**src/include/sw_macros.svh**
```systemverilog
`ifndef SW_MACROS_SVH
`define SW_MACROS_SVH

`define SW_PORTS        4
`define SW_PORT_W       2
`define SW_DATA_W       8
`define SW_MAC_W        48

// dmac + smac
`define SW_HDR_BYTES    12
`define SW_MIN_FRAME    14
`define SW_MAX_FRAME    64

`define SW_QUEUE_BYTES  256
`define SW_PTR_DEPTH    8   // frames per queue

// 64 table entries
`define SW_TABLE_AW     6

`endif

```
**src/hw/frame_queue.sv**
```systemverilog
`timescale 1ns/1ps
`include "sw_macros.svh"

module frame_queue (
	input  logic                  clk,
	input  logic                  reset,
	input  logic                  in_dv,
	input  logic [`SW_DATA_W-1:0] in_data,
	output logic                  rx_ready,
	output logic                  avail,
	output logic [`SW_DATA_W-1:0] rd_data,
	output logic                  last,
	input  logic                  rd
);

	localparam int AW    = $clog2(`SW_QUEUE_BYTES);
	localparam int LEN_W = $clog2(`SW_MAX_FRAME + 1);
	localparam int PW    = $clog2(`SW_PTR_DEPTH);

	logic [`SW_DATA_W-1:0] buf_mem [`SW_QUEUE_BYTES];
	logic [LEN_W-1:0]      len_mem [`SW_PTR_DEPTH];

	logic [AW-1:0]    wr_addr;
	logic [AW-1:0]    rd_addr;
	logic [AW:0]      fill;
	logic [LEN_W-1:0] wr_len;
	logic [LEN_W-1:0] head_cnt;
	logic [PW-1:0]    ptr_wr;
	logic [PW-1:0]    ptr_rd;
	logic [PW:0]      ptr_cnt;
	logic             in_dv_d;
	logic             commit;
	logic             pop;
	logic             open_frame;

	assign commit     = in_dv_d && !in_dv;    // falling edge of in_dv
	assign pop        = rd && last;
	assign open_frame = (wr_len != '0);       // frame still waiting for its slot

	// room for one more full frame and a pointer slot for it
	assign rx_ready = (fill <= (`SW_QUEUE_BYTES - `SW_MAX_FRAME)) &&
		((ptr_cnt + {{PW{1'b0}}, open_frame}) < `SW_PTR_DEPTH);

	assign avail   = (ptr_cnt != '0);
	assign rd_data = buf_mem[rd_addr];
	assign last    = avail && (head_cnt == len_mem[ptr_rd] - 1'b1);

	always_ff @(posedge clk) begin
		if (in_dv)
			buf_mem[wr_addr] <= in_data;
		if (commit)
			len_mem[ptr_wr] <= wr_len;
	end

	always_ff @(posedge clk) begin
		if (reset) begin
			in_dv_d  <= 1'b0;
			wr_addr  <= '0;
			rd_addr  <= '0;
			wr_len   <= '0;
			head_cnt <= '0;
			fill     <= '0;
			ptr_wr   <= '0;
			ptr_rd   <= '0;
			ptr_cnt  <= '0;
		end else begin
			in_dv_d <= in_dv;
			if (in_dv) begin
				wr_addr <= wr_addr + 1'b1;
				wr_len  <= wr_len + 1'b1;
			end else begin
				wr_len <= '0;
			end
			if (commit)
				ptr_wr <= ptr_wr + 1'b1;

			if (rd) begin
				rd_addr  <= rd_addr + 1'b1;
				head_cnt <= pop ? '0 : head_cnt + 1'b1;
			end
			if (pop)
				ptr_rd <= ptr_rd + 1'b1;

			case ({in_dv, rd})
				2'b10: fill <= fill + 1'b1;
				2'b01: fill <= fill - 1'b1;
				default: ;
			endcase
			case ({commit, pop})
				2'b10: ptr_cnt <= ptr_cnt + 1'b1;
				2'b01: ptr_cnt <= ptr_cnt - 1'b1;
				default: ;
			endcase
		end
	end

	a_frame_len: assert property (@(posedge clk) disable iff (reset)
		commit |-> (wr_len >= `SW_MIN_FRAME) && (wr_len <= `SW_MAX_FRAME));

	a_rd_avail: assert property (@(posedge clk) disable iff (reset)
		rd |-> avail);

endmodule

```
**config.mk**
```make
export PLATFORM = sky130hd
export DESIGN_NAME = frame_queue
export DESIGN_NICKNAME = d
export VERILOG_FILES = /design/src/hw/frame_queue.sv
export VERILOG_INCLUDE_DIRS = /design/src /design/src/include
export SDC_FILE = /design/constraint.sdc
export NUM_CORES = 2
export LEC_CHECK = 0
export BUFFER_PORTS_ARGS = -buffer_cell sky130_fd_sc_hd__buf_2
export CORE_ASPECT_RATIO = 1.2
export CORE_UTILIZATION = 49
export DETAILED_ROUTE_END_ITERATION = 7
export PLACE_DENSITY = 0.65
export SYNTH_ARGS = -nofsm -noshare
export SYNTH_HDL_FRONTEND = slang
export SYNTH_SLANG_ARGS = --single-unit
```
**constraint.sdc**
```tcl
create_clock -name clk -period 4.69 [get_ports clk]
set_input_delay 0.469 -clock clk [delete_from_list [all_inputs] [get_ports clk]]
set_output_delay 0.469 -clock clk [all_outputs]
set_load 0.02 [all_outputs]
```
Word level (Yosys, flattened, before mapping):

Memory sizes are Yosys's and may differ from the RTL's. A register that Yosys moved wholly into a read port is not among the register bits.
Cells that the tools add are included.

* memories: 2
* word-level logic and storage cells: 52
* output and inout port bits: 11
* register bits: 50
* RAM bits: 2104

Memory list
* buf_mem: words 256, width 8, read ports 1, clocked after memory_dff 1, wr ports 1, RTL line frame_queue.sv:20 `` logic [`SW_DATA_W-1:0] buf_mem [`SW_QUEUE_BYTES]; ``
* len_mem: words 8, width 7, read ports 1, clocked after memory_dff 1, wr ports 1, RTL line frame_queue.sv:21 `` logic [LEN_W-1:0] len_mem [`SW_PTR_DEPTH]; ``

* reduce and logical (&&, ||, !) cells: 10
* order comparisons: 2
* add/subtract/negate cells: 12
* mux-type cells: 11
* equal/unequal tests: 5
* bitwise gates (word level): 1

Operator list (count)
* case mux 9 bit (2 select lines): 1
* adder 8 x 1 -> 8 bit (second input constant): 2
* two-way mux 8 bit: 2
* adder 7 x 1 -> 7 bit (second input constant): 2
* adder 9 x 1 -> 9 bit (second input constant): 1
* less-or-equal comparator 9 x 8 -> 1 bit (second input constant): 1
* subtractor 9 x 1 -> 9 bit (second input constant): 1
* case mux 4 bit (2 select lines): 1
* == test 7 bit: 1
* two-way mux 7 bit: 1
* nonzero test 7 bit: 1
* subtractor 7 x 1 -> 7 bit (second input constant): 1
* adder 3 x 1 -> 3 bit (second input constant): 2
* two-way mux 3 bit: 2
* adder 4 x 1 -> 5 bit: 1
* < comparator 5 x 4 -> 1 bit (second input constant): 1
* adder 4 x 1 -> 4 bit (second input constant): 1
* == test 2 x 1 -> 1 bit (second input constant): 2
* == test 2 bit (second input constant): 2
* logical AND 1 bit: 4
* two-way mux 1 bit: 4
* nonzero test 2 bit: 2
* nonzero test 4 bit: 1
* subtractor 4 x 1 -> 4 bit (second input constant): 1
* other kinds (3): 3

Depth between registers and ports, before layout:

* depth in word-level cells: 6
* gate-level depth with buffers: 19
* gate-level depth less buffers: 16

Worst setup path after synthesis:

OpenSTA, ideal clock, no wires.

* path type: reg-to-reg
* start: reg with a tool-made name
* end: reg ptr_cnt[3]
* slack: 0.810 ns
* setup time: 0.070 ns
* cell stages (with the launch flop): 18
* data arrival time: 3.809 ns
* path buffers: 1
* clock period less this slack: 3.880 ns
* data required time: 4.620 ns
* path through: dfxtp_1 buf_4 mux4_2 a2bb2oi_1 nand2_1 ha_1 xor2_1 and3_1 o211ai_1 nand4bb_1 a211oi_4 ha_1 ha_1 a21o_1 a21oi_1 xnor2_1 or3_1 a21oi_1

RTL lines
* end signal, assigned: RTL line frame_queue.sv:90 `2'b10: ptr_cnt <= ptr_cnt + 1'b1;`
* end signal, assigned: RTL line frame_queue.sv:91 `2'b01: ptr_cnt <= ptr_cnt - 1'b1;`
* end, declared: RTL line frame_queue.sv:30 `logic [PW:0] ptr_cnt;`

==> metrics.md <==
| Metric | Value |
|---|---|
| First-pass GRT wire length | `approximately 280 mm` |
| Clock skew | `roughly 0.027 ns` |
| Die Width | `between 300 and 400 um` |
| Total I/O pin count | `23` |
| Crit Path Class | `flip-flop to output pin` |
| CP Capture Type | `output pin` |
| Worst-Margin Slew | `between 1 and 1.5 ns` |
| Largest net degree at the start of global routing | `roughly 160` |
| #FFs+latches synth | `approximately 2,200` |
| Post-Syn Area | `84,100 sq um` |
| CTS clock-pin slew for the worst setup and hold paths | `0.07 ns` |
| GP Congestion | `roughly 0.8` |
| Fraction of the mapped netlist area in adder cells | `0.00375` |
| Sequential fraction of the synthesis area | `0.766` |
| FMAX | `0.214 GHz` |
| Cells after Synth | `between 3,000 and 4,000` |
| Required time of the critical path | `around 4.2 ns` |
| Period utilization | `0.994` |
| Syn_area_per_cell | `approximately 23 sq um` |
| Most numerous cell in the Yosys netlist | `edfxtp_1` |
| Endpoint arrival time on the critical path | `about 4.2 ns` |
| 1st-pass router iterations | `7` |
| Antenna violations before repair | `5` |
| Maximum VDD drop | `0.344 mV` |
| Crit path max fanout | `10` |
| Die area | `around 170,000 sq um` |
| H-Tree Depth | `4` |
| Post-synthesis compound-gate area fraction | `0.00549` |
| Hold Vio Cnt, Final | `0` |
| Area grow syn2layout | `13.0%` |
| Total area of sequential cells | `roughly 64,000 sq um` |
| Cell Rows | `between 150 and 200` |
| DR iter-0 viols | `around 3,600` |
| Number of global-route vias before repair | `~39,000` |
| CP Launch Type | `flip-flop` |
| Main combinational cell family by area after synthesis | `multiplexers` |
| Max-slew headroom | `0.0273` |
| Final setup fails | `0` |
| DP Worst Slack | `roughly 0.42 ns` |
| Total CTS buffers | `205` |
| Dpl cells | `~5,900` |
| Number of flops mapped to enable cells by yosys | `2,104` |
| CTS tree | `built` |
| DRC | `0` |
| Input/output buffers | `22` |
| Nets | `about 3,900` |
| Fillers | `about 12,000` |
| Share of cells above drive strength 1 | `0.292` |
| Post-route cell area | `approximately 95,000 sq um` |
| Post-synthesis xor/xnor area fraction | `0.00406` |
| Status | `complete, no violations` |
| Post-synthesis simple-gate area fraction | `0.0251` |
| Vias per inst | `approximately 6.0` |
| Antenna-violating nets left | `0` |
| Worst-Skew Late Latency | `0.85 ns` |
| Grt total ovfl | `0` |
| Multi-input logic area | `roughly 19,000 sq um` |
| Top cells by count, synth | `edfxtp_1, mux4_2, nor2_1, clkbuf_1, nand2_1` |
| Synth top area share | `0.751` |
| Cell Count, Final, Fillers Out | `6,344` |
| Die height | `between 400 and 500 um` |
| Clock sinks | `2,165` |
| Root buffer cell | `clkbuf_16` |
| CTS Buffer Depth | `3` |
| RSZ-0062 raised after global routing | `false` |
| Synth Flop Type | `edfxtp_1` |
| Tot Pwr | `~40 mW` |
| Ys async rst share | `0` |
| Synth area leader | `edfxtp_1` |
| Max-cap violations | `0` |
| WL final | `between 150 and 200 mm` |
| Initial Util | `0.493` |
| Hold Path Class | `input port to flip-flop` |
| Post-cts hold buffer count | `0` |
| Pwr/cell area | `around 420 nW/um^2` |
| Leakage power | `approximately 29 nW` |
| Ys Warns | `0` |
| Cell variety after synth | `between 50 and 60` |
| Total core area | `approximately 170,000 sq um` |
| All-Layer GR Usage | `0.219` |
| Placed instance area | `between 80,000 and 90,000 sq um` |
| Vias after detailed routing | `about 38,000` |
| Final HPWL DP | `approximately 110 mm` |
| Max Slew Vio Count | `0` |
| Wire per inst | `~30 um` |
| Portion of netlist area occupied by mux cells | `0.185` |
| Setup ws final | `around 0.026 ns` |
| Post-synth net total | `around 3,800` |
| Top cells by area, synth | `edfxtp_1, mux4_2, dfxtp_1, nor2_1, clkbuf_1` |
| Minimum clock period | `about 4.7 ns` |
-- cell families (layout without fill, tap and decap cells) --
group / count (synthesis) / after routing
buffers and inverters: 229 / 582
XOR/XNOR: 39 / 39
other: 0 / 1
flip-flops: 2165 / 2165
adder cells (fa/ha/maj): 24 / 24
AND/OR/NAND/NOR: 496 / 496
multiplexers: 701 / 701
AO/OA/AOI/OAI: 68 / 68
-- worst paths after layout --
kind | startpoint | to | depth (start not counted) | slack, ns
setup / recovery | flip-flop | rd_data[3] | 9 | 0.03
hold / removal | in_data[4] | buf_mem[17][4] | 1 | 0.10
setup reg to reg | flip-flop | ptr_cnt[3] | 16 | 0.43
hold reg to reg | fill[4] | fill[4] | 2 | 0.50
-- per-stage QoR --
| stage | hold slack, ns | utilization | setup TNS [ns] |
|---|---|---|---|
| finish | 0.104 | 0.557 | 0 |
| global route | 0.124 | 0.557 | 0 |
| CTS | 0.0712 | 0.557 | -0.0310 |
| detailed placement | 0.483 | 0.515 | 0 |
| global placement | 0.477 | 0.515 | 0 |
| floorplan | 0.458 | - | 0 |
-- routing by layer --
| metal | vias to the layer above | share of wire | global-route usage |
|---|---|---|---|
| met5 | - | 0.00018 | 0 |
| met3 | 271 | 0.063 | 0.0329 |
| li1 | 16000 | - | - |
| met2 | 1316 | 0.51 | 0.371 |
| met1 | 20600 | 0.40 | 0.297 |
| met4 | 4 | 0.026 | 0.0654 |
-- registers in the layout, indices dropped and copies added (netlist names), 3 cells and up, named ones only --
register	count
fill	9
buf_mem	2048
wr_len	7
head_cnt	7
len_mem	56
ptr_wr	3
wr_addr	8
rd_addr	8
ptr_cnt	4
ptr_rd	3
-- area by class of cell --
| cell class | count | area share |
|---|---|---|
| diodes | 1 | 0.0000263 |
| clock buffers | 270 | 0.0590 |
| clock inverters | 110 | 0.00999 |
| inverters | 20 | 0.000790 |
| multi-input cells | 1328 | 0.198 |
| flip-flops and latches | 2165 | 0.678 |
| well taps | 2268 | 0.0299 |
| repair buffers | 182 | 0.0242 |
-- worst max-delay path, stage by stage, from the launching register on --
cell       delay, ns
dfxtp_4         0.44
buf_12          0.20
buf_16          0.17
bufbuf_16       0.30
mux4_2          0.50
mux4_2          0.53
mux4_2          0.49
a22oi_2         0.37
nand2_2         0.13
buf_2           0.19
-- repair_timing --
action	4_1_cts	5_1_grt
pin swaps	8	3
buffers inserted	11	3
gates resized for setup	34	10
cloned	8	2
setup endpoints to repair	8	9
-- cell usage in the layout, fill, tap and decap left out, types with 14 or more instances in the layout --
master and instances:
clkbuf_16 215, nor2_1 323, nor2b_1 16, clkinv_2 41, xor2_1 23, ha_1 22
clkinv_1 37, xnor2_1 16, buf_16 16, a21oi_1 20, nand2_1 65, nand3_1 18
buf_12 39, mux2i_1 16, dfxtp_1 54, clkbuf_1 51, mux4_2 680, buf_2 14
edfxtp_1 2104, inv_1 20, buf_4 97
-- power by group --
group	switching, mW	internal [mW]	total, mW
sequential	0.0325	21.2	21.3
clock	7.11	9.08	16.2
combinational	1.39	1.21	2.61
total	8.54	31.5	40.1
No activity file was read; power rests on OpenSTA's default activity.
