===== config.mk =====
export PLATFORM = sky130hd
export DESIGN_NAME = port_tx
export DESIGN_NICKNAME = d
export VERILOG_FILES = /design/src/hw/sw_pkg.sv /design/src/hw/frame_queue.sv /design/src/hw/port_tx.sv
export VERILOG_INCLUDE_DIRS = /design/src /design/src/include
export SDC_FILE = /design/constraint.sdc
export NUM_CORES = 2
export LEC_CHECK = 0
export BUFFER_PORTS_ARGS = -buffer_cell sky130_fd_sc_hd__buf_2
export CAP_MARGIN = 20
export CORE_UTILIZATION = 55
export DETAILED_ROUTE_END_ITERATION = 10
export HOLD_SLACK_MARGIN = 0.08
export PLACE_DENSITY = 0.77
export SYNTH_ARGS = -nofsm -noshare
export SYNTH_HDL_FRONTEND = slang
export SYNTH_SLANG_ARGS = --single-unit

===== constraint.sdc =====
create_clock -name clk -period 4.3 [get_ports clk]
set_input_delay 0.215 -clock clk [delete_from_list [all_inputs] [get_ports clk]]
set_output_delay 0.215 -clock clk [all_outputs]
set_load 0.005 [all_outputs]

===== src/include/sw_macros.svh =====
`ifndef SW_MACROS_SVH
`define SW_MACROS_SVH

`define SW_PORTS        4
`define SW_PORT_W       2
`define SW_DATA_W       8
`define SW_MAC_W        48

// dmac + smac
`define SW_HDR_BYTES    12
`define SW_MIN_FRAME    14
`define SW_MAX_FRAME    64

`define SW_QUEUE_BYTES  256
`define SW_PTR_DEPTH    8   // frames per queue

// 64 table entries
`define SW_TABLE_AW     6

`endif


===== src/hw/sw_pkg.sv =====
`include "sw_macros.svh"

package sw_pkg;

	typedef logic [`SW_PORTS-1:0] port_map_t;

	typedef enum logic [2:0] {
		FWD_IDLE,
		FWD_HDR,
		FWD_LOOKUP,
		FWD_WAIT_ROOM,
		FWD_COPY
	} fwd_state_t;

	typedef enum logic {
		TX_IDLE,
		TX_SEND
	} tx_state_t;

	// xor of the eight 6-bit slices
	function automatic logic [`SW_TABLE_AW-1:0] mac_hash(input logic [`SW_MAC_W-1:0] mac);
		logic [`SW_TABLE_AW-1:0] h;
		h = '0;
		for (int i = 0; i < `SW_MAC_W / `SW_TABLE_AW; i++) begin
			h = h ^ mac[i*`SW_TABLE_AW +: `SW_TABLE_AW];
		end
		return h;
	endfunction

endpackage


===== src/hw/frame_queue.sv =====
`timescale 1ns/1ps
`include "sw_macros.svh"

module frame_queue (
	input  logic                  clk,
	input  logic                  reset,
	input  logic                  in_dv,
	input  logic [`SW_DATA_W-1:0] in_data,
	output logic                  rx_ready,
	output logic                  avail,
	output logic [`SW_DATA_W-1:0] rd_data,
	output logic                  last,
	input  logic                  rd
);

	localparam int AW    = $clog2(`SW_QUEUE_BYTES);
	localparam int LEN_W = $clog2(`SW_MAX_FRAME + 1);
	localparam int PW    = $clog2(`SW_PTR_DEPTH);

	logic [`SW_DATA_W-1:0] buf_mem [`SW_QUEUE_BYTES];
	logic [LEN_W-1:0]      len_mem [`SW_PTR_DEPTH];

	logic [AW-1:0]    wr_addr;
	logic [AW-1:0]    rd_addr;
	logic [AW:0]      fill;
	logic [LEN_W-1:0] wr_len;
	logic [LEN_W-1:0] head_cnt;
	logic [PW-1:0]    ptr_wr;
	logic [PW-1:0]    ptr_rd;
	logic [PW:0]      ptr_cnt;
	logic             in_dv_d;
	logic             commit;
	logic             pop;
	logic             open_frame;

	assign commit     = in_dv_d && !in_dv;    // falling edge of in_dv
	assign pop        = rd && last;
	assign open_frame = (wr_len != '0);       // frame still waiting for its slot

	// room for one more full frame and a pointer slot for it
	assign rx_ready = (fill <= (`SW_QUEUE_BYTES - `SW_MAX_FRAME)) &&
		((ptr_cnt + {{PW{1'b0}}, open_frame}) < `SW_PTR_DEPTH);

	assign avail   = (ptr_cnt != '0);
	assign rd_data = buf_mem[rd_addr];
	assign last    = avail && (head_cnt == len_mem[ptr_rd] - 1'b1);

	always_ff @(posedge clk) begin
		if (in_dv)
			buf_mem[wr_addr] <= in_data;
		if (commit)
			len_mem[ptr_wr] <= wr_len;
	end

	always_ff @(posedge clk) begin
		if (reset) begin
			in_dv_d  <= 1'b0;
			wr_addr  <= '0;
			rd_addr  <= '0;
			wr_len   <= '0;
			head_cnt <= '0;
			fill     <= '0;
			ptr_wr   <= '0;
			ptr_rd   <= '0;
			ptr_cnt  <= '0;
		end else begin
			in_dv_d <= in_dv;
			if (in_dv) begin
				wr_addr <= wr_addr + 1'b1;
				wr_len  <= wr_len + 1'b1;
			end else begin
				wr_len <= '0;
			end
			if (commit)
				ptr_wr <= ptr_wr + 1'b1;

			if (rd) begin
				rd_addr  <= rd_addr + 1'b1;
				head_cnt <= pop ? '0 : head_cnt + 1'b1;
			end
			if (pop)
				ptr_rd <= ptr_rd + 1'b1;

			case ({in_dv, rd})
				2'b10: fill <= fill + 1'b1;
				2'b01: fill <= fill - 1'b1;
				default: ;
			endcase
			case ({commit, pop})
				2'b10: ptr_cnt <= ptr_cnt + 1'b1;
				2'b01: ptr_cnt <= ptr_cnt - 1'b1;
				default: ;
			endcase
		end
	end

	a_frame_len: assert property (@(posedge clk) disable iff (reset)
		commit |-> (wr_len >= `SW_MIN_FRAME) && (wr_len <= `SW_MAX_FRAME));

	a_rd_avail: assert property (@(posedge clk) disable iff (reset)
		rd |-> avail);

endmodule


===== src/hw/port_tx.sv =====
`timescale 1ns/1ps
`include "sw_macros.svh"

module port_tx (
	input  logic                  clk,
	input  logic                  reset,
	input  logic                  eg_dv,
	input  logic [`SW_DATA_W-1:0] eg_data,
	output logic                  eg_room,
	output logic                  tx_dv,
	output logic [`SW_DATA_W-1:0] tx_data
);

	sw_pkg::tx_state_t state;

	logic                  q_avail;
	logic                  q_last;
	logic                  q_rd;
	logic [`SW_DATA_W-1:0] q_data;

	frame_queue u_queue (
		.clk      (clk),
		.reset    (reset),
		.in_dv    (eg_dv),
		.in_data  (eg_data),
		.rx_ready (eg_room),
		.avail    (q_avail),
		.rd_data  (q_data),
		.last     (q_last),
		.rd       (q_rd)
	);

	assign q_rd = (state == sw_pkg::TX_SEND);

	always_ff @(posedge clk) begin
		if (reset) begin
			state <= sw_pkg::TX_IDLE;
			tx_dv <= 1'b0;
		end else begin
			tx_dv <= q_rd;
			case (state)
				sw_pkg::TX_IDLE: if (q_avail) state <= sw_pkg::TX_SEND;
				sw_pkg::TX_SEND: if (q_last) state <= sw_pkg::TX_IDLE;   // gives the idle gap
				default: state <= sw_pkg::TX_IDLE;
			endcase
		end
	end

	always_ff @(posedge clk) begin
		if (q_rd)
			tx_data <= q_data;
	end

endmodule


Word level (Yosys, flattened, before mapping) --
Memory sizes are Yosys's and may differ from the RTL's. A register that Yosys moved wholly into a read port is not among the register bits. Cells that the tools add are included.
Operators by class: eq/ne operators 5, mux-type cells 12, bitwise logic cells 2, order comparisons 2, $add $sub $neg 12, reductions and logical operators 10
Operators by type and width (count):
- 32-bit by 4-bit less-than comparator with 1-bit output, second input constant | 1
- 9-bit one-hot mux with 2 select lines | 1
- 8-bit by 1-bit adder with 8-bit output, second input constant | 2
- 7-bit by 1-bit adder with 7-bit output, second input constant | 2
- 9-bit by 1-bit adder with 9-bit output, second input constant | 1
- 9-bit by 8-bit less-or-equal comparator with 1-bit output, second input constant | 1
- 9-bit by 1-bit subtractor with 9-bit output, second input constant | 1
- 4-bit one-hot mux with 2 select lines | 1
- 7-bit equality test | 1
- 7-bit two-way mux | 1
- 7-bit nonzero test | 1
- 7-bit by 1-bit subtractor with 7-bit output, second input constant | 1
- 3-bit by 1-bit adder with 3-bit output, second input constant | 2
- 1-bit two-way mux | 6
- 3-bit two-way mux | 2
- 4-bit by 1-bit adder with 5-bit output | 1
- 4-bit by 1-bit adder with 4-bit output, second input constant | 1
- 2-bit by 1-bit equality test with 1-bit output, second input constant | 2
- 2-bit equality test, second input constant | 2
- 1-bit logical AND | 4
- 2-bit nonzero test | 2
- 4-bit nonzero test | 1
- 4-bit by 1-bit subtractor with 4-bit output, second input constant | 1
- 1-bit NOT | 2
- 3 further kinds | 3
Storage, ports and cells: bits in writable memories 2104, memories kept 2, bits of input ports 11, word-level logic and storage cells 56, bits in registers 52
Memories:
- u_queue.buf_mem | depth 256, width 8, rd ports 1, clocked after memory_dff 1, write ports 1, RTL line frame_queue.sv:20 | logic [`SW_DATA_W-1:0] buf_mem [`SW_QUEUE_BYTES];
- u_queue.len_mem | depth 8, width 7, rd ports 1, clocked after memory_dff 1, write ports 1, RTL line frame_queue.sv:21 | logic [LEN_W-1:0] len_mem [`SW_PTR_DEPTH];

Logic depth before layout (Yosys ltp) --
depth after elaboration 6, mapped depth 17, gate-level depth less buffers 15

Cells and area by module --
A second synthesis with hierarchy kept.
Second synthesis, totals: cell total of the unflattened synthesis 3736, area total of the unflattened synthesis 84429.7 um2
By module, submodules not included:
- frame_queue | cells each 3722, sequential area each 64401.8 um2, times used 1, area an instance 84121.9 um2
- port_tx | cells each 14, sequential area each 280.3 um2, times used 1, area an instance 307.8 um2

Least setup slack after synthesis --
OpenSTA, ideal clock, no wires.
path kind register -> register, start point reg with a tool-made name, end point reg u_queue.ptr_cnt[3], cell stages (with the launch flop) 17, path buffers 2, slack 524 ps, data arrival time 3706 ps, period minus slack after synthesis 3776 ps, cells stage by stage dfxtp_1 -> buf_4 -> buf_1 -> mux4_2 -> mux2i_1 -> ha_1 -> nand3_1 -> nor2_1 -> xnor2_1 -> o2111ai_1 -> nor2_2 -> ha_1 -> nor4bb_1 -> a21oi_1 -> o32a_1 -> or3_1 -> a21oi_1
RTL lines:
- to (signal assigned) | RTL line frame_queue.sv:90 | 2'b10: ptr_cnt <= ptr_cnt + 1'b1;
- to (signal assigned) | RTL line frame_queue.sv:91 | 2'b01: ptr_cnt <= ptr_cnt - 1'b1;
- to (decl) | RTL line frame_queue.sv:30 | logic [PW:0] ptr_cnt;

==> results.toml <==
[route]
dr.pass1.iters = 5
wl_met3_um = 20300
routedWlPerCell_um = 32.8
met2_length_um = 97100
viasPerCell = 6.65
antenna_left = 0
met1_length_um = 73300
vias = 40300
drc = 0
maxUsedRoutingLayer = "met5"
drt-initial-drc-count = 5550
wirelength_um = 199000

[timing]
finalCritPeriodShare = 0.926
slew_headroom = 0.191
finClkSkew_ns = 0.0308
finalMaxSlewViolations = 0
hold_violations = 0
fin_crit_ns = 3.98
setup_total_negative_slack_ns = 0
finalSetupViolCount = 0
tightest_slew_ns = 1.21
rsz0062_at_grt = "false"
fmax_mhz = 251

[setup_path]
crit_top_cell = "a21oi_1"
max_stage_delay_ns = 0.54
worstPathCellList = "buf_6, mux4_2, mux2i_1, ha_1, nand3_1, nor2_1, xnor2_1, o2111ai_1, nor2_2, ha_2, nor4bb_2, a21oi_1, o32a_1, or3_1, a21oi_1"
r2r_cells = 15
cp_max_fo = 18
cp.depth = 15
r2r_end = "u_queue.ptr_cnt[3]"
cp-start-kind = "register"
crit_path_end_kind = "register"
critPathTopFamily = "simple AND/OR/NAND/NOR gates"
worst-path-buf-inv = 1
rrSetupSlack_ns = 0.32
critical_path.slowest_cell = "mux4_2"
worstPathArrival_ns = 4.75
worstPathRequired_ns = 5.06
crit_type = "reg2reg"

[synth]
synthArstFlopShare = 0
synth_flop_cell = "edfxtp_1"
synth-adder-area-share = 0.00351
ys_top_cells_by_area = "edfxtp_1, mux4_2, nor2_1"
synth_top_family_by_area = "multiplexers"
ys_ff_latch = 2167
netlist_area_um2 = 84200
syn_avg_cell_area_um2 = 22.7
synth_top_area_frac = 0.753
synth_edf_count = 2112
synth_nets = 3751
synth_simple_gate_area_share = 0.0244
ys_warn_count = 0
synth_top_area_cell = "edfxtp_1"
yosysUniqueCellTypes = 50
synth_compound_area_frac = 0.00514
netlist_instances = 3717
synth.area.mux_share = 0.185
ys_seq_area_frac = 0.766
synth_xor_xnor_area_share = 0.00406

[placed_design]
postPlaceCellArea_um2 = 87300
gp_congestion = 0.856
port_buffers = 20
dp_hpwl_um = 113000

[clocking]
cts_made_buffers = 206
clock_sinks = 2167
root_buffer = "clkbuf_16"
cts_tree = "built"
clkTransAtPathRegs_ns = 0.06
cts_buffer_depth = 3
htreeDepth = 4
clock_latency_ns = 0.86

[outcome]
outcome = "finished, final reports clean"

[hold_path]
min_path_cells = 1
hp-class = "in2reg"
hold_start = "eg_data[0]"
worstHoldEndpoint = "u_queue.buf_mem[3][0]"

[die]
fp.dieArea_um2 = 155000
coreArea_um2 = 152000
row_count = 143
start_util = 0.554
die_h_um = 393
die_w_um = 393
pin_count = 21

[grt]
grt_overflow_total = 0
grt_pass1_wl_um = 287000
grt_antenna_before_repair = 8
grt_pass1_vias = 40400
grt_max_degree = 188
grtUsageTotal = 0.258

[final_layout]
layout_commonest_cell = "edfxtp_1"
syn_to_final_growth_pct = 11.4
drive_above_1_share = 0.278
nets = 3884
layout_common_cells = "edfxtp_1, mux4_2, nor2_1"
fin_area_um2 = 93800

[power_and_ir_drop]
leakage_nw = 28.0
peakVddDrop_uv = 432
p_per_area_nw_per_um2 = 453

[job]
maxCapViolCount = 0
## cell usage after synthesis (3+ instances only)
cell type and count:
nand2b_1 7, buf_4 12, and2_1 3, o21ai_0 11
nor4_1 6, dfxtp_1 55, or3_1 8, nand3_1 19
nand4_1 11, a31oi_1 4, mux2_2 4, mux2i_1 16
buf_1 27, edfxtp_1 2112, nor2_1 322, inv_1 17
nand2_1 66, buf_6 3, a21oi_1 22, buf_2 54
mux4_2 682, nor3_1 11, xnor2_1 18, a211oi_1 6
nor2b_1 18, ha_1 22, a22oi_1 10, nor3b_1 5
xor2_1 21, clkbuf_1 118
## metal layers
| layer | track usage | vias to the layer above |
|---|---|---|
| li1 | - | 15900 |
| met1 | 0.359 | 21300 |
| met2 | 0.407 | 2615 |
| met3 | 0.0544 | 422 |
| met4 | 0.0997 | 4 |
| met5 | 0 | - |
## through the flow
stage,utilization,instances,setup WS [ns],total power [mW],hold WS [ns]
4_1_cts,0.617,6050,0.0801,42.6,0.0987
3_5_place_dp,0.575,5663,0.0876,25.5,0.481
2_1_floorplan,-,3717,0.524,24.7,0.314
6_report,0.618,6056,0.317,42.5,0.108
3_3_place_gp,0.575,5663,0.298,25.5,0.468
5_1_grt,0.618,6055,0.0328,43.4,0.138
## report_power, final
part | internal, mW | leakage, nW | switching [mW]
Combinational | 0.801 | 5.49 | 1.08
Clock | 9.53 | 3.12 | 7.90
Sequential | 23.2 | 19.4 | 0.0348
Total | 33.5 | 28.0 | 9.01
## what timing repair did
action                                  in CTS  in global routing
endpoints found under the setup margin       0                  2
setup buffers                                0                  2
hold endpoints to repair                   110                 40
hold buffers                                 4                  1
resized for setup                            0                  5
## flip-flops by register name, indices dropped and copies added (netlist names), named ones only
signal	cells
u_queue.buf_mem	2048
u_queue.len_mem	56
u_queue.fill	9
tx_data	8
u_queue.rd_addr	8
u_queue.wr_addr	8
u_queue.head_cnt	7
u_queue.wr_len	7
u_queue.ptr_cnt	4
u_queue.ptr_rd	3
u_queue.ptr_wr	3
q_rd	1
tx_dv	1
u_queue.in_dv_d	1
## kinds of logic after synthesis
| family | Yosys count |
|---|---|
| compound gates | 68 |
| xor+xnor | 39 |
| fa+ha+maj | 23 |
| buf+inv | 232 |
| flops | 2167 |
| mux | 702 |
| simple gates | 486 |
## how the worst max path moves through the flow
stage | startpoint | to | slack [ns]
finish | register | u_queue.ptr_cnt[3] | 0.32
global route | register | u_queue.ptr_cnt[3] | 0.03
CTS | register | u_queue.ptr_cnt[3] | 0.08
detailed placement | register | u_queue.ptr_cnt[3] | 0.09
global placement | register | u_queue.ptr_cnt[3] | 0.30
floorplan | register | u_queue.ptr_cnt[3] | 0.52
## area by class of cell
| type | instances | area [um^2] |
|---|---|---|
| fillers | 9681 | 58100 |
| multi-input cells | 1318 | 18700 |
| well taps | 2030 | 2540 |
| clock inverters | 131 | 986 |
| clock buffers | 252 | 5400 |
| inverters | 18 | 75.1 |
| repair buffers | 139 | 1560 |
| flip-flops and latches | 2167 | 64500 |
| diodes | 1 | 2.50 |
No activity file was read; power rests on OpenSTA's default activity.
