--- src/include/sw_macros.svh ---
`ifndef SW_MACROS_SVH
`define SW_MACROS_SVH

`define SW_PORTS        4
`define SW_PORT_W       2
`define SW_DATA_W       8
`define SW_MAC_W        48

// dmac + smac
`define SW_HDR_BYTES    12
`define SW_MIN_FRAME    14
`define SW_MAX_FRAME    64

`define SW_QUEUE_BYTES  256
`define SW_PTR_DEPTH    8   // frames per queue

// 64 table entries
`define SW_TABLE_AW     6

`endif

--- src/hw/sw_pkg.sv ---
`include "sw_macros.svh"

package sw_pkg;

	typedef logic [`SW_PORTS-1:0] port_map_t;

	typedef enum logic [2:0] {
		FWD_IDLE,
		FWD_HDR,
		FWD_LOOKUP,
		FWD_WAIT_ROOM,
		FWD_COPY
	} fwd_state_t;

	typedef enum logic {
		TX_IDLE,
		TX_SEND
	} tx_state_t;

	// xor of the eight 6-bit slices
	function automatic logic [`SW_TABLE_AW-1:0] mac_hash(input logic [`SW_MAC_W-1:0] mac);
		logic [`SW_TABLE_AW-1:0] h;
		h = '0;
		for (int i = 0; i < `SW_MAC_W / `SW_TABLE_AW; i++) begin
			h = h ^ mac[i*`SW_TABLE_AW +: `SW_TABLE_AW];
		end
		return h;
	endfunction

endpackage

--- src/hw/forward_ctrl.sv ---
`timescale 1ns/1ps
`include "sw_macros.svh"

module forward_ctrl (
	input  logic                                  clk,
	input  logic                                  reset,
	input  logic [`SW_PORTS-1:0]                  in_avail,
	input  logic [`SW_PORTS-1:0][`SW_DATA_W-1:0]  in_data,
	input  logic [`SW_PORTS-1:0]                  in_last,
	output logic [`SW_PORTS-1:0]                  in_rd,
	output logic                                  lk_req,
	output logic [`SW_MAC_W-1:0]                  lk_dmac,
	output logic [`SW_MAC_W-1:0]                  lk_smac,
	output logic [`SW_PORT_W-1:0]                 lk_src,
	input  logic                                  lk_ack,
	input  logic                                  lk_hit,
	input  logic [`SW_PORT_W-1:0]                 lk_port,
	input  logic [`SW_PORTS-1:0]                  eg_room,
	output sw_pkg::port_map_t                     eg_dv,
	output logic [`SW_DATA_W-1:0]                 eg_data
);

	localparam int CNT_W     = $clog2(`SW_HDR_BYTES + 1);
	localparam int MAC_BYTES = `SW_MAC_W / `SW_DATA_W;

	sw_pkg::fwd_state_t state;

	logic [`SW_PORT_W-1:0] sel;
	logic [`SW_PORT_W-1:0] last_served;
	logic [`SW_PORT_W-1:0] rr_idx;
	logic [`SW_PORT_W-1:0] rr_pick;
	logic                  rr_found;
	logic [`SW_DATA_W-1:0] hdr [`SW_HDR_BYTES];
	logic [CNT_W-1:0]      byte_cnt;
	logic [`SW_DATA_W-1:0] copy_byte;
	logic                  replay;
	logic                  rd_en;

	sw_pkg::port_map_t dest;
	sw_pkg::port_map_t src_bit;
	sw_pkg::port_map_t hit_bit;

	// round robin, starting after the last port served
	always_comb begin
		rr_found = 1'b0;
		rr_pick  = last_served;
		rr_idx   = last_served;
		for (int i = 1; i <= `SW_PORTS; i++) begin
			rr_idx = last_served + `SW_PORT_W'(i);
			if (!rr_found && in_avail[rr_idx]) begin
				rr_found = 1'b1;
				rr_pick  = rr_idx;
			end
		end
	end

	// addresses go out msb first
	always_comb begin
		for (int i = 0; i < MAC_BYTES; i++) begin
			lk_dmac[(MAC_BYTES-1-i)*`SW_DATA_W +: `SW_DATA_W] = hdr[i];
			lk_smac[(MAC_BYTES-1-i)*`SW_DATA_W +: `SW_DATA_W] = hdr[MAC_BYTES+i];
		end
	end

	assign lk_src  = sel;
	assign src_bit = sw_pkg::port_map_t'(1) << sel;
	assign hit_bit = sw_pkg::port_map_t'(1) << lk_port;

	assign replay    = (byte_cnt < `SW_HDR_BYTES);
	assign rd_en     = (state == sw_pkg::FWD_HDR) || (state == sw_pkg::FWD_COPY && !replay);
	assign in_rd     = rd_en ? src_bit : '0;
	assign copy_byte = replay ? hdr[byte_cnt] : in_data[sel];

	always_ff @(posedge clk) begin
		if (reset) begin
			state       <= sw_pkg::FWD_IDLE;
			sel         <= '0;
			last_served <= `SW_PORT_W'(`SW_PORTS - 1);   // port 0 goes first
			byte_cnt    <= '0;
			lk_req      <= 1'b0;
			dest        <= '0;
			eg_dv       <= '0;
		end else begin
			lk_req <= 1'b0;
			eg_dv  <= '0;
			case (state)
				sw_pkg::FWD_IDLE: begin
					if (rr_found) begin
						sel   <= rr_pick;
						state <= sw_pkg::FWD_HDR;
					end
				end
				sw_pkg::FWD_HDR: begin
					if (byte_cnt == CNT_W'(`SW_HDR_BYTES - 1)) begin
						byte_cnt <= '0;
						lk_req   <= 1'b1;
						state    <= sw_pkg::FWD_LOOKUP;
					end else begin
						byte_cnt <= byte_cnt + 1'b1;
					end
				end
				sw_pkg::FWD_LOOKUP: begin
					if (lk_ack) begin
						if (!lk_hit)
							dest <= ~src_bit;           // flood
						else if (lk_port == sel)
							dest <= '0;                 // drop, still drained
						else
							dest <= hit_bit;
						state <= sw_pkg::FWD_WAIT_ROOM;
					end
				end
				sw_pkg::FWD_WAIT_ROOM: begin
					if ((eg_room & dest) == dest)
						state <= sw_pkg::FWD_COPY;
				end
				sw_pkg::FWD_COPY: begin
					eg_dv <= dest;
					if (replay) begin
						byte_cnt <= byte_cnt + 1'b1;
					end else if (in_last[sel]) begin
						byte_cnt    <= '0;
						last_served <= sel;
						state       <= sw_pkg::FWD_IDLE;
					end
				end
				default: state <= sw_pkg::FWD_IDLE;
			endcase
		end
	end

	always_ff @(posedge clk) begin
		if (state == sw_pkg::FWD_HDR)
			hdr[byte_cnt] <= in_data[sel];
		if (state == sw_pkg::FWD_COPY)
			eg_data <= copy_byte;
	end

	a_ack_in_lookup: assert property (@(posedge clk) disable iff (reset)
		lk_ack |-> (state == sw_pkg::FWD_LOOKUP));

endmodule

--- config.mk ---
export PLATFORM = sky130hd
export DESIGN_NAME = forward_ctrl
export DESIGN_NICKNAME = d
export VERILOG_FILES = /design/src/hw/sw_pkg.sv /design/src/hw/forward_ctrl.sv
export VERILOG_INCLUDE_DIRS = /design/src /design/src/include
export SDC_FILE = /design/constraint.sdc
export NUM_CORES = 1
export LEC_CHECK = 0
export BUFFER_PORTS_ARGS = -buffer_cell sky130_fd_sc_hd__buf_2
export CAP_MARGIN = 10
export CORE_MARGIN = 4
export CORE_UTILIZATION = 44
export CTS_BUF_LIST = sky130_fd_sc_hd__clkbuf_8
export DETAILED_ROUTE_END_ITERATION = 8
export GPL_TIMING_DRIVEN = 1
export PLACE_DENSITY = 0.68
export SLEW_MARGIN = 5
export SYNTH_ARGS = -nofsm -noshare
export SYNTH_HDL_FRONTEND = slang
export SYNTH_SLANG_ARGS = --single-unit
--- constraint.sdc ---
create_clock -name clk -period 3.3 [get_ports clk]
set_clock_uncertainty 0.2 [all_clocks]
set_input_delay 0.165 -clock clk [delete_from_list [all_inputs] [get_ports clk]]
set_output_delay 0.165 -clock clk [all_outputs]
set_load 0.01 [all_outputs]
Word level (Yosys, flattened, before mapping)
Memories as Yosys holds them, arrays and structs flattened. A register that Yosys moved wholly into a read port is not among the register bits.
Index checks and enable logic that the tools add are counted.
{"block": "op_classes", "add_sub_neg": 4, "order_cmp": 6, "eq_ne": 14, "shifts": 2, "n_mux": 40, "bitwise": 5, "reduce_logical": 18}
{"op": "$mux W4", "count": 8}
{"op": "$mux W3", "count": 6}
{"op": "$bmux W8 S2", "count": 1}
{"op": "$mux W8", "count": 2}
{"op": "$lt A2 B3 Y1 const B", "count": 5}
{"op": "$pmux W3 S5", "count": 1}
{"op": "$mux W1", "count": 12}
{"op": "$ne A2 B2 Y1 const B", "count": 6}
{"op": "$bmux W1 S2", "count": 5}
{"op": "$mux W2", "count": 4}
{"op": "$pmux W4 S2", "count": 1}
{"op": "$shl A1 B2 Y4 const A", "count": 2}
{"op": "$eq A3 B2 Y1 const B", "count": 2}
{"op": "$reduce_and A2 Y1", "count": 3}
{"op": "$reduce_and A6 Y1", "count": 1}
{"op": "$add A2 B2 Y2 const B", "count": 2}
{"op": "$add A4 B1 Y4 const B", "count": 1}
{"op": "$and A4 B4 Y4", "count": 1}
{"op": "$eq A4 B4 Y1", "count": 1}
{"op": "$eq A4 B4 Y1 const B", "count": 1}
{"op": "$logic_and A1 B1 Y1", "count": 4}
{"op": "$logic_not A1 Y1", "count": 4}
{"op": "$lt A4 B4 Y1 const B", "count": 1}
{"op": "$not A4 Y4", "count": 1}
{"op": "11 further kinds", "count": 14}
{"block": "word_totals", "ff_bits": 28, "mem_bits_rw": 96, "input_bits": 50, "output_inout_bits": 115, "memories": 1}
{"name": "hdr", "depth": 12, "width": 8, "rd": 13, "rd_ports_with_merged_regs": 1, "wr": 1, "line": "forward_ctrl.sv:33", "text": "logic [`SW_DATA_W-1:0] hdr [`SW_HDR_BYTES];"}

Longest topological paths before layout
Gate-level depths: netlist of run 1.
{"block": "depth", "ltp_word": 15, "mapped_depth": 7, "ltp_nobuf": 5}

Worst setup path after synthesis of run 1
OpenSTA, ideal clock, no wires.
{"block": "synth_timing", "path_type": "register to register", "from": "register sel[0] (netlist: lk_src[0])", "to": "register eg_data[4] (data pin)", "arrival_time_ps": 1762, "setup_slack_ps": 1076, "stages_incl_launch_ff": 6, "path_buffers": 2, "synth_period_minus_slack_ps": 2224, "path_cell_list": "dfxtp_1 buf_6 clkbuf_1 mux4_2 a32oi_1 o21ai_1"}
{"block": "synth_between", "elab_chain_len": 3}
{"element": "from (decl)", "line": "forward_ctrl.sv:28", "text": "logic [`SW_PORT_W-1:0] sel;"}
{"element": "from (signal assigned)", "line": "forward_ctrl.sv:89", "text": "sel <= rr_pick;"}
{"element": "$bmux W8 S2", "line": "forward_ctrl.sv:72", "text": "assign copy_byte = replay ? hdr[byte_cnt] : in_data[sel];"}
{"element": "$mux W8 (implied by the code)", "line": "forward_ctrl.sv:72"}
{"element": "$mux W8", "line": "forward_ctrl.sv:72"}
{"element": "via copy_byte[4]", "line": "forward_ctrl.sv:35", "text": "logic [`SW_DATA_W-1:0] copy_byte;"}
{"element": "to (signal assigned)", "line": "forward_ctrl.sv:136", "text": "eg_data <= copy_byte;"}
{"element": "to (decl)", "line": "forward_ctrl.sv:20", "text": "output logic [`SW_DATA_W-1:0] eg_data"}
The timed path passes the listed nets, and every way through them passes these cells. The select of a mux whose other input is x is not followed.
A chain may end at the register's enable or synchronous reset.

Worst setup path after layout of run 1
{"block": "layout_timing", "from": "register byte_cnt[2]", "to": "output in_rd[0]"}
{"block": "layout_between", "elab_chain_len": 5}
{"element": "from (decl)", "line": "forward_ctrl.sv:34", "text": "logic [CNT_W-1:0] byte_cnt;"}
{"element": "from (signal assigned)", "line": "forward_ctrl.sv:99", "text": "byte_cnt <= byte_cnt + 1'b1;"}
{"element": "from (signal assigned)", "line": "forward_ctrl.sv:120", "text": "byte_cnt <= byte_cnt + 1'b1;"}
{"element": "$lt A4 B4 Y1 (no line)"}
{"element": "$logic_not A1 Y1", "line": "forward_ctrl.sv:70", "text": "assign rd_en = (state == sw_pkg::FWD_HDR) || (state == sw_pkg::FWD_COPY && !replay);"}
{"element": "$logic_and A1 B1 Y1", "line": "forward_ctrl.sv:70"}
{"element": "$logic_or A1 B1 Y1", "line": "forward_ctrl.sv:70"}
{"element": "$mux W4", "line": "forward_ctrl.sv:71", "text": "assign in_rd = rd_en ? src_bit : '0;"}
{"element": "to (decl)", "line": "forward_ctrl.sv:10", "text": "output logic [`SW_PORTS-1:0] in_rd,"}
Every way passes these cells.

==> results.cfg, run 1 <==
[routing]
drtPass1Iterations = 5
drt_iter0_markers = 313
drc = 0
avgRoutedWirePerCell_um = 21.6
num_vias = 4545
ant_nets = 0
vias_per_cell = 5.63
wirelength_um = 17500

[layout]
antenna_cells = 0
layout_commonest_cell = buf_2
areaGrowthSynthToFinish_pct = 23.6
fin_cells = 808
layout_common_cells = buf_2, edfxtp_1, mux4_2
finalNetCount = 661
layout-drive-gt1-share = 0.419
fill_cells = 1215

[grt]
grt.total_usage = 0.204
antenna_found_initial = 0
overflow = 0
grt_pass1_vias = 4634
grt_pass1_wl_um = 26900
grt_max_degree = 28

[synthesis]
syn_area_per_cell_um2 = 16.4
synthCells = 412
syn_area_um2 = 6780
synth_edf_count = 136
synth_nets = 466
yosys_warnings = 0
synth.distinct_cells = 50
yosysSeqAreaShare = 0.674
synthArstFlopShare = 0
synth-main-ff-cell = edfxtp_1
ys_ff_latch = 160

[hold_path]
hold_class = primary input to flip-flop

[sta]
worst_slew_pin_slew_ns = 0.778
setup_viol = 0
period_share = 0.767
max-slew-margin-rel = 0.480
fin_tns_setup_ns = 0
fmaxAchievable_mhz = 395
finalHoldViolCount = 0
rsz0062_at_grt = false
period_minus_slack_ns = 2.53
report.final.slew_viol_count = 0

[clocking]
clk_path_buf_depth = 2
cts_inserted_buffers = 17
cts_tree = done
htree_num_levels = 4
clock_sinks = 160
clk_latency_ns = 0.44
cts_hold_buf = 12
clockRootBuffer = clkbuf_8
cts_resized = 0
cts.clk_slew.worst_paths_ns = 0.08
postCtsSetupBuffers = 0

[critical_path]
max_stage_delay_ns = 0.62
rr_worst_depth = 4
slowest_stage = dfxtp_1
worstSetupEndpointType = output port
crit_family = simple AND/OR/NAND/NOR gates
crit_fanout = 15
r2r_start = lk_src[0]$_SDFFE_PP0P_
cp.depth = 5
setup.worst_path.start = byte_cnt[2]$_SDFFE_PP0N_
r2r-end = eg_data[4]$_DFFE_PP_
critPathArrivalTime_ns = 2.17
path_buf_inv = 1
critPathLaunchType = flip-flop
crit_chain = nand2_1 -> o21ai_0 -> nand2_1 -> nor3_1 -> buf_2
endpoint = in_rd[0]
critPathRequiredTime_ns = 2.93
critPathKind = flip-flop to output port
crit_top_cell = nand2_1
reg2reg_setup_slack_ns = 0.97

[die]
die_area_um2 = 17400
io_pins = 165
initial_core_util = 0.447
die_width_um = 132
die_h_um = 132
design.core.area_um2 = 15100
num_rows = 45

[run_status]
status = finished clean

[placed_design]
globalplace.congestion = 0.872
io_buffer_count = 164
place_inst = 764
hpwl_um = 12500

[power_and_ir_drop]
power.density_nw_per_um2 = 534
leakagePower_nw = 3.06
vdd_drop_max_v = 0.000281

[flow_run]
maxCapViolCount = 0
## sequential cells by signal (all words and copies together), names as in the netlist, named ones only
| name | count |
|---|---|
| byte_cnt | 4 |
| dest | 4 |
| eg_data | 8 |
| eg_dv | 4 |
| hdr | 128 |
| last_served | 2 |
| lk_req | 1 |
| lk_src | 2 |
| state | 3 |
## cell usage after synthesis (all sizes together), types with 2 or more instances
cell type,n,area share
nor2,24,0.013
nor3,10,0.0074
nor2b,5,0.0046
nand2b,12,0.011
ha,4,0.0074
or3,2,0.0026
dfxtp,24,0.071
mux4,35,0.12
mux2,8,0.014
a22oi,8,0.0089
edfxtp,136,0.60
nor3b,2,0.0022
a211oi,3,0.0033
o211ai,5,0.0055
a21oi,11,0.0081
buf,12,0.012
and2,2,0.0018
a22o,2,0.0026
nand2,21,0.012
o21ai,13,0.0096
inv,7,0.0039
mux2i,25,0.037
nand3,8,0.0059
and3,5,0.0046
clkbuf,9,0.0050
a32oi,2,0.0026
## layer usage
metal	track usage	wire length (µm)	up-vias
li1	-	-	2024
met1	0.266	7080	2273
met2	0.337	8760	232
met3	0.0569	1410	16
met4	0.0572	218	0
met5	0	0	-
## through the flow
stage | hold slack [ns] | total power [mW] | worst slack [ns] | utilization | cell area [µm²]
2_1_floorplan | 0.0378 | 2.90 | 1.08 | - | 6780
3_3_place_gp | 0.262 | 3.11 | 1.01 | 0.520 | 7880
3_5_place_dp | 0.270 | 3.13 | 0.951 | 0.520 | 7880
4_1_cts | 0.0158 | 4.51 | 0.769 | 0.553 | 8370
5_1_grt | 0.0993 | 4.67 | 0.498 | 0.553 | 8370
6_report | 0.0403 | 4.47 | 0.769 | 0.553 | 8370
## worst min path at each step
stage	from	to	slack (ns)	cells after the start
after CTS	in_avail[2]	lk_src[0]$_SDFFE_PP0P_	0.02	4
final	in_avail[2]	lk_src[0]$_SDFFE_PP0P_	0.04	4
after global placement	dest[1]$_SDFFE_PP0P_	dest[1]$_SDFFE_PP0P_	0.26	2
after global routing	in_last[1]	state[0]$_SDFFE_PP0P_	0.1	5
after detailed placement	dest[3]$_SDFFE_PP0P_	dest[3]$_SDFFE_PP0P_	0.27	2
after floorplan	reset	flip-flop	0.04	1
## cell type report
cell class,count,area [µm²],share of cell area
clock buffers,17,234,0.0279
clock inverters,15,143,0.0170
inverters,8,30.0,0.00359
multi-input cells,223,2060,0.247
flip-flops and latches,160,4570,0.546
well taps,188,235,0.0281
repair buffers,197,1100,0.131
## worst reg2reg max path, delay by kind of cell, from the launching register on
kind            cells  cell delay [ns]
mux                 1             0.70
buf+inv             1             0.28
compound gates      2             0.34
flops               1             0.56
## logic make-up (layout without fill, tap and decap cells)
logic type               after synthesis  in the layout  synth area share
AND/OR/NAND/NOR                       97             97            0.0728
adder cells (fa/ha/maj)                4              4           0.00739
XOR/XNOR                               1              1           0.00129
buffers and inverters                 29            237            0.0216
multiplexers                          68             68             0.167
flip-flops                           160            160             0.674
AO/OA/AOI/OAI                         53             53            0.0561
## power breakdown
part | leakage (nW) | switching, mW | total (mW) | internal, mW
sequential | 1.42 | 0.0851 | 2.40 | 2.32
combinational | 1.45 | 0.358 | 0.682 | 0.324
clock | 0.192 | 0.717 | 1.38 | 0.667
total | 3.06 | 1.16 | 4.47 | 3.31
Power figures use the tool's default switching activity.
==> run 2, diff against run 1 <==
==> constraint.sdc (replaced) <==
create_clock -name clk -period 2.6 [get_ports clk]
set_clock_uncertainty 0.2 [all_clocks]
set_input_delay 0.13 -clock clk [delete_from_list [all_inputs] [get_ports clk]]
set_output_delay 0.13 -clock clk [all_outputs]
set_load 0.01 [all_outputs]
==> run 2 against run 1 <==
Against the previous run:
- design area rose by 1.3%
- clock power rose by 38%
- non-clock buffer count rose by 8
- register-to-register slack got worse by 0.69 ns
- hold slack got worse by 0.013 ns
==> results.cfg, run 2 (synthesis gave the netlist of run 1 again) <==
[layout]
areaGrowthSynthToFinish_pct = 25.2
fin_area_um2 = 8480
layout_common_cells = buf_2, edfxtp_1, mux4_2
layout_commonest_cell = buf_2
layout-drive-gt1-share = 0.424
fill_cells = 1186
antenna_cells = 0
largestRegisters = hdr (128), eg_data (8)
largest_reg_flops = 128
regMostFlops = hdr
finalNetCount = 669

[power_and_ir_drop]
seqPwrFrac = 0.520
leakagePower_nw = 3.10
power.density_nw_per_um2 = 687
vdd_drop_max_v = 0.000333
intPower_mw = 4.39
p_switching_mw = 1.44
switching_share = 0.247
power_mw = 5.83
pwr-share-clk = 0.326
p_comb_frac = 0.154

[critical_path]
crit_fanout = 15
critPathLaunchType = flip-flop
critPathRequiredTime_ns = 2.27
worstSetupEndpointType = output port
critPathArrivalTime_ns = 2.02
critPathKind = flip-flop to output port

[placed_design]
hpwl_um = 12300
globalplace.congestion = 0.858
place_area_um2 = 7940
io_buffer_count = 164

[die]
num_rows = 45
die_h_um = 132
die_width_um = 132
die_area_um2 = 17400
io_pins = 165
initial_core_util = 0.447
design.core.area_um2 = 15100

[grt]
grt_max_degree = 25
antenna_found_initial = 0
grt_pass1_wl_um = 26700
grt.total_usage = 0.202
grt_pass1_vias = 4609
overflow = 0

[sta]
rsz0062_at_grt = false
finalHoldViolCount = 0
period_minus_slack_ns = 2.35
setup_viol = 0
fmaxAchievable_mhz = 426
report.final.slew_viol_count = 0
max-slew-margin-rel = 0.601
worst_slew_pin_slew_ns = 0.596
period_share = 0.903
fin_tns_setup_ns = 0

[hold_path]
hold_class = primary input to flip-flop

[clocking]
cts.clk_slew.worst_paths_ns = 0.08
htree_num_levels = 4
cts_tree = done
clock_sinks = 160
clockRootBuffer = clkbuf_8
clk_path_buf_depth = 2
clk_latency_ns = 0.46
cts_inserted_buffers = 17

[routing]
wirelength_um = 17200
vias_per_cell = 5.55
num_vias = 4522
drtPass1Iterations = 5
avgRoutedWirePerCell_um = 21.1
ant_nets = 0
drt_iter0_markers = 413
drc = 0

[flow_run]
maxCapViolCount = 0

[run_status]
status = finished clean
## run 2: worst paths after layout
| path | startpoint | endpoint | slack (ns) | cells after the start |
|---|---|---|---|---|
| setup reg to reg | last_served[1]$_SDFFE_PP1P_ | lk_src[0]$_SDFFE_PP0P_ | 0.28 | 6 |
| hold reg to reg | dest[0]$_SDFFE_PP0P_ | dest[0]$_SDFFE_PP0P_ | 0.28 | 2 |
| hold / removal | in_last[1] | state[0]$_SDFFE_PP0P_ | 0.03 | 5 |
| setup / recovery | byte_cnt[2]$_SDFFE_PP0N_ | in_rd[0] | 0.25 | 5 |
## run 2: through the flow
step	setup WS [ns]	std cells	hold WS, ns	util
after floorplan	0.376	412	0.00276	-
after global placement	0.352	771	0.262	0.524
after detailed placement	0.308	771	0.264	0.524
after CTS	0.103	815	0.0124	0.560
after global routing	0.0349	815	0.0593	0.560
final	0.251	815	0.0269	0.560
## run 2: layer usage
metal  part of all wire  GRT usage  wire length, µm  vias up
met5                  0          0                0        -
met4              0.010     0.0548              175        0
met3              0.072     0.0542             1250       20
met2               0.50      0.335             8620      210
met1               0.42      0.264             7140     2245
li1                   -          -                -     2047
## run 2: cell type report
type | instances | area (µm²) | share of cell area
flip-flops and latches | 160 | 4570 | 0.539
well taps | 188 | 235 | 0.0277
multi-input cells | 223 | 2070 | 0.244
clock buffers | 17 | 234 | 0.0276
repair buffers | 205 | 1170 | 0.138
inverters | 8 | 30.0 | 0.00354
clock inverters | 14 | 174 | 0.0205
## run 2: power groups by stage
| stage | combinational (mW) | clock, mW | sequential (mW) |
|---|---|---|---|
| after global routing | 0.979 | 2.05 | 3.05 |
| after detailed placement | 0.886 | 0 | 3.10 |
| after floorplan | 0.634 | 0 | 3.05 |
| after global placement | 0.860 | 0 | 3.09 |
| final | 0.897 | 1.90 | 3.03 |
| after CTS | 0.906 | 1.92 | 3.04 |
## run 2: timing repair
| action | 4_1_cts | 5_1_grt |
|---|---|---|
| hold endpoints to repair | 18 | 0 |
| setup endpoints to repair | 0 | 4 |
| hold buffers | 13 | 0 |
| buffers inserted | 0 | 0 |
| resized for setup | 0 | 1 |
## run 2: critical path, cell delays in order (launching register included)
cell     delay, ns
dfxtp_1       0.63
nand2_2       0.26
o21ai_0       0.23
nand2_1       0.15
nor3_1        0.15
buf_2         0.15
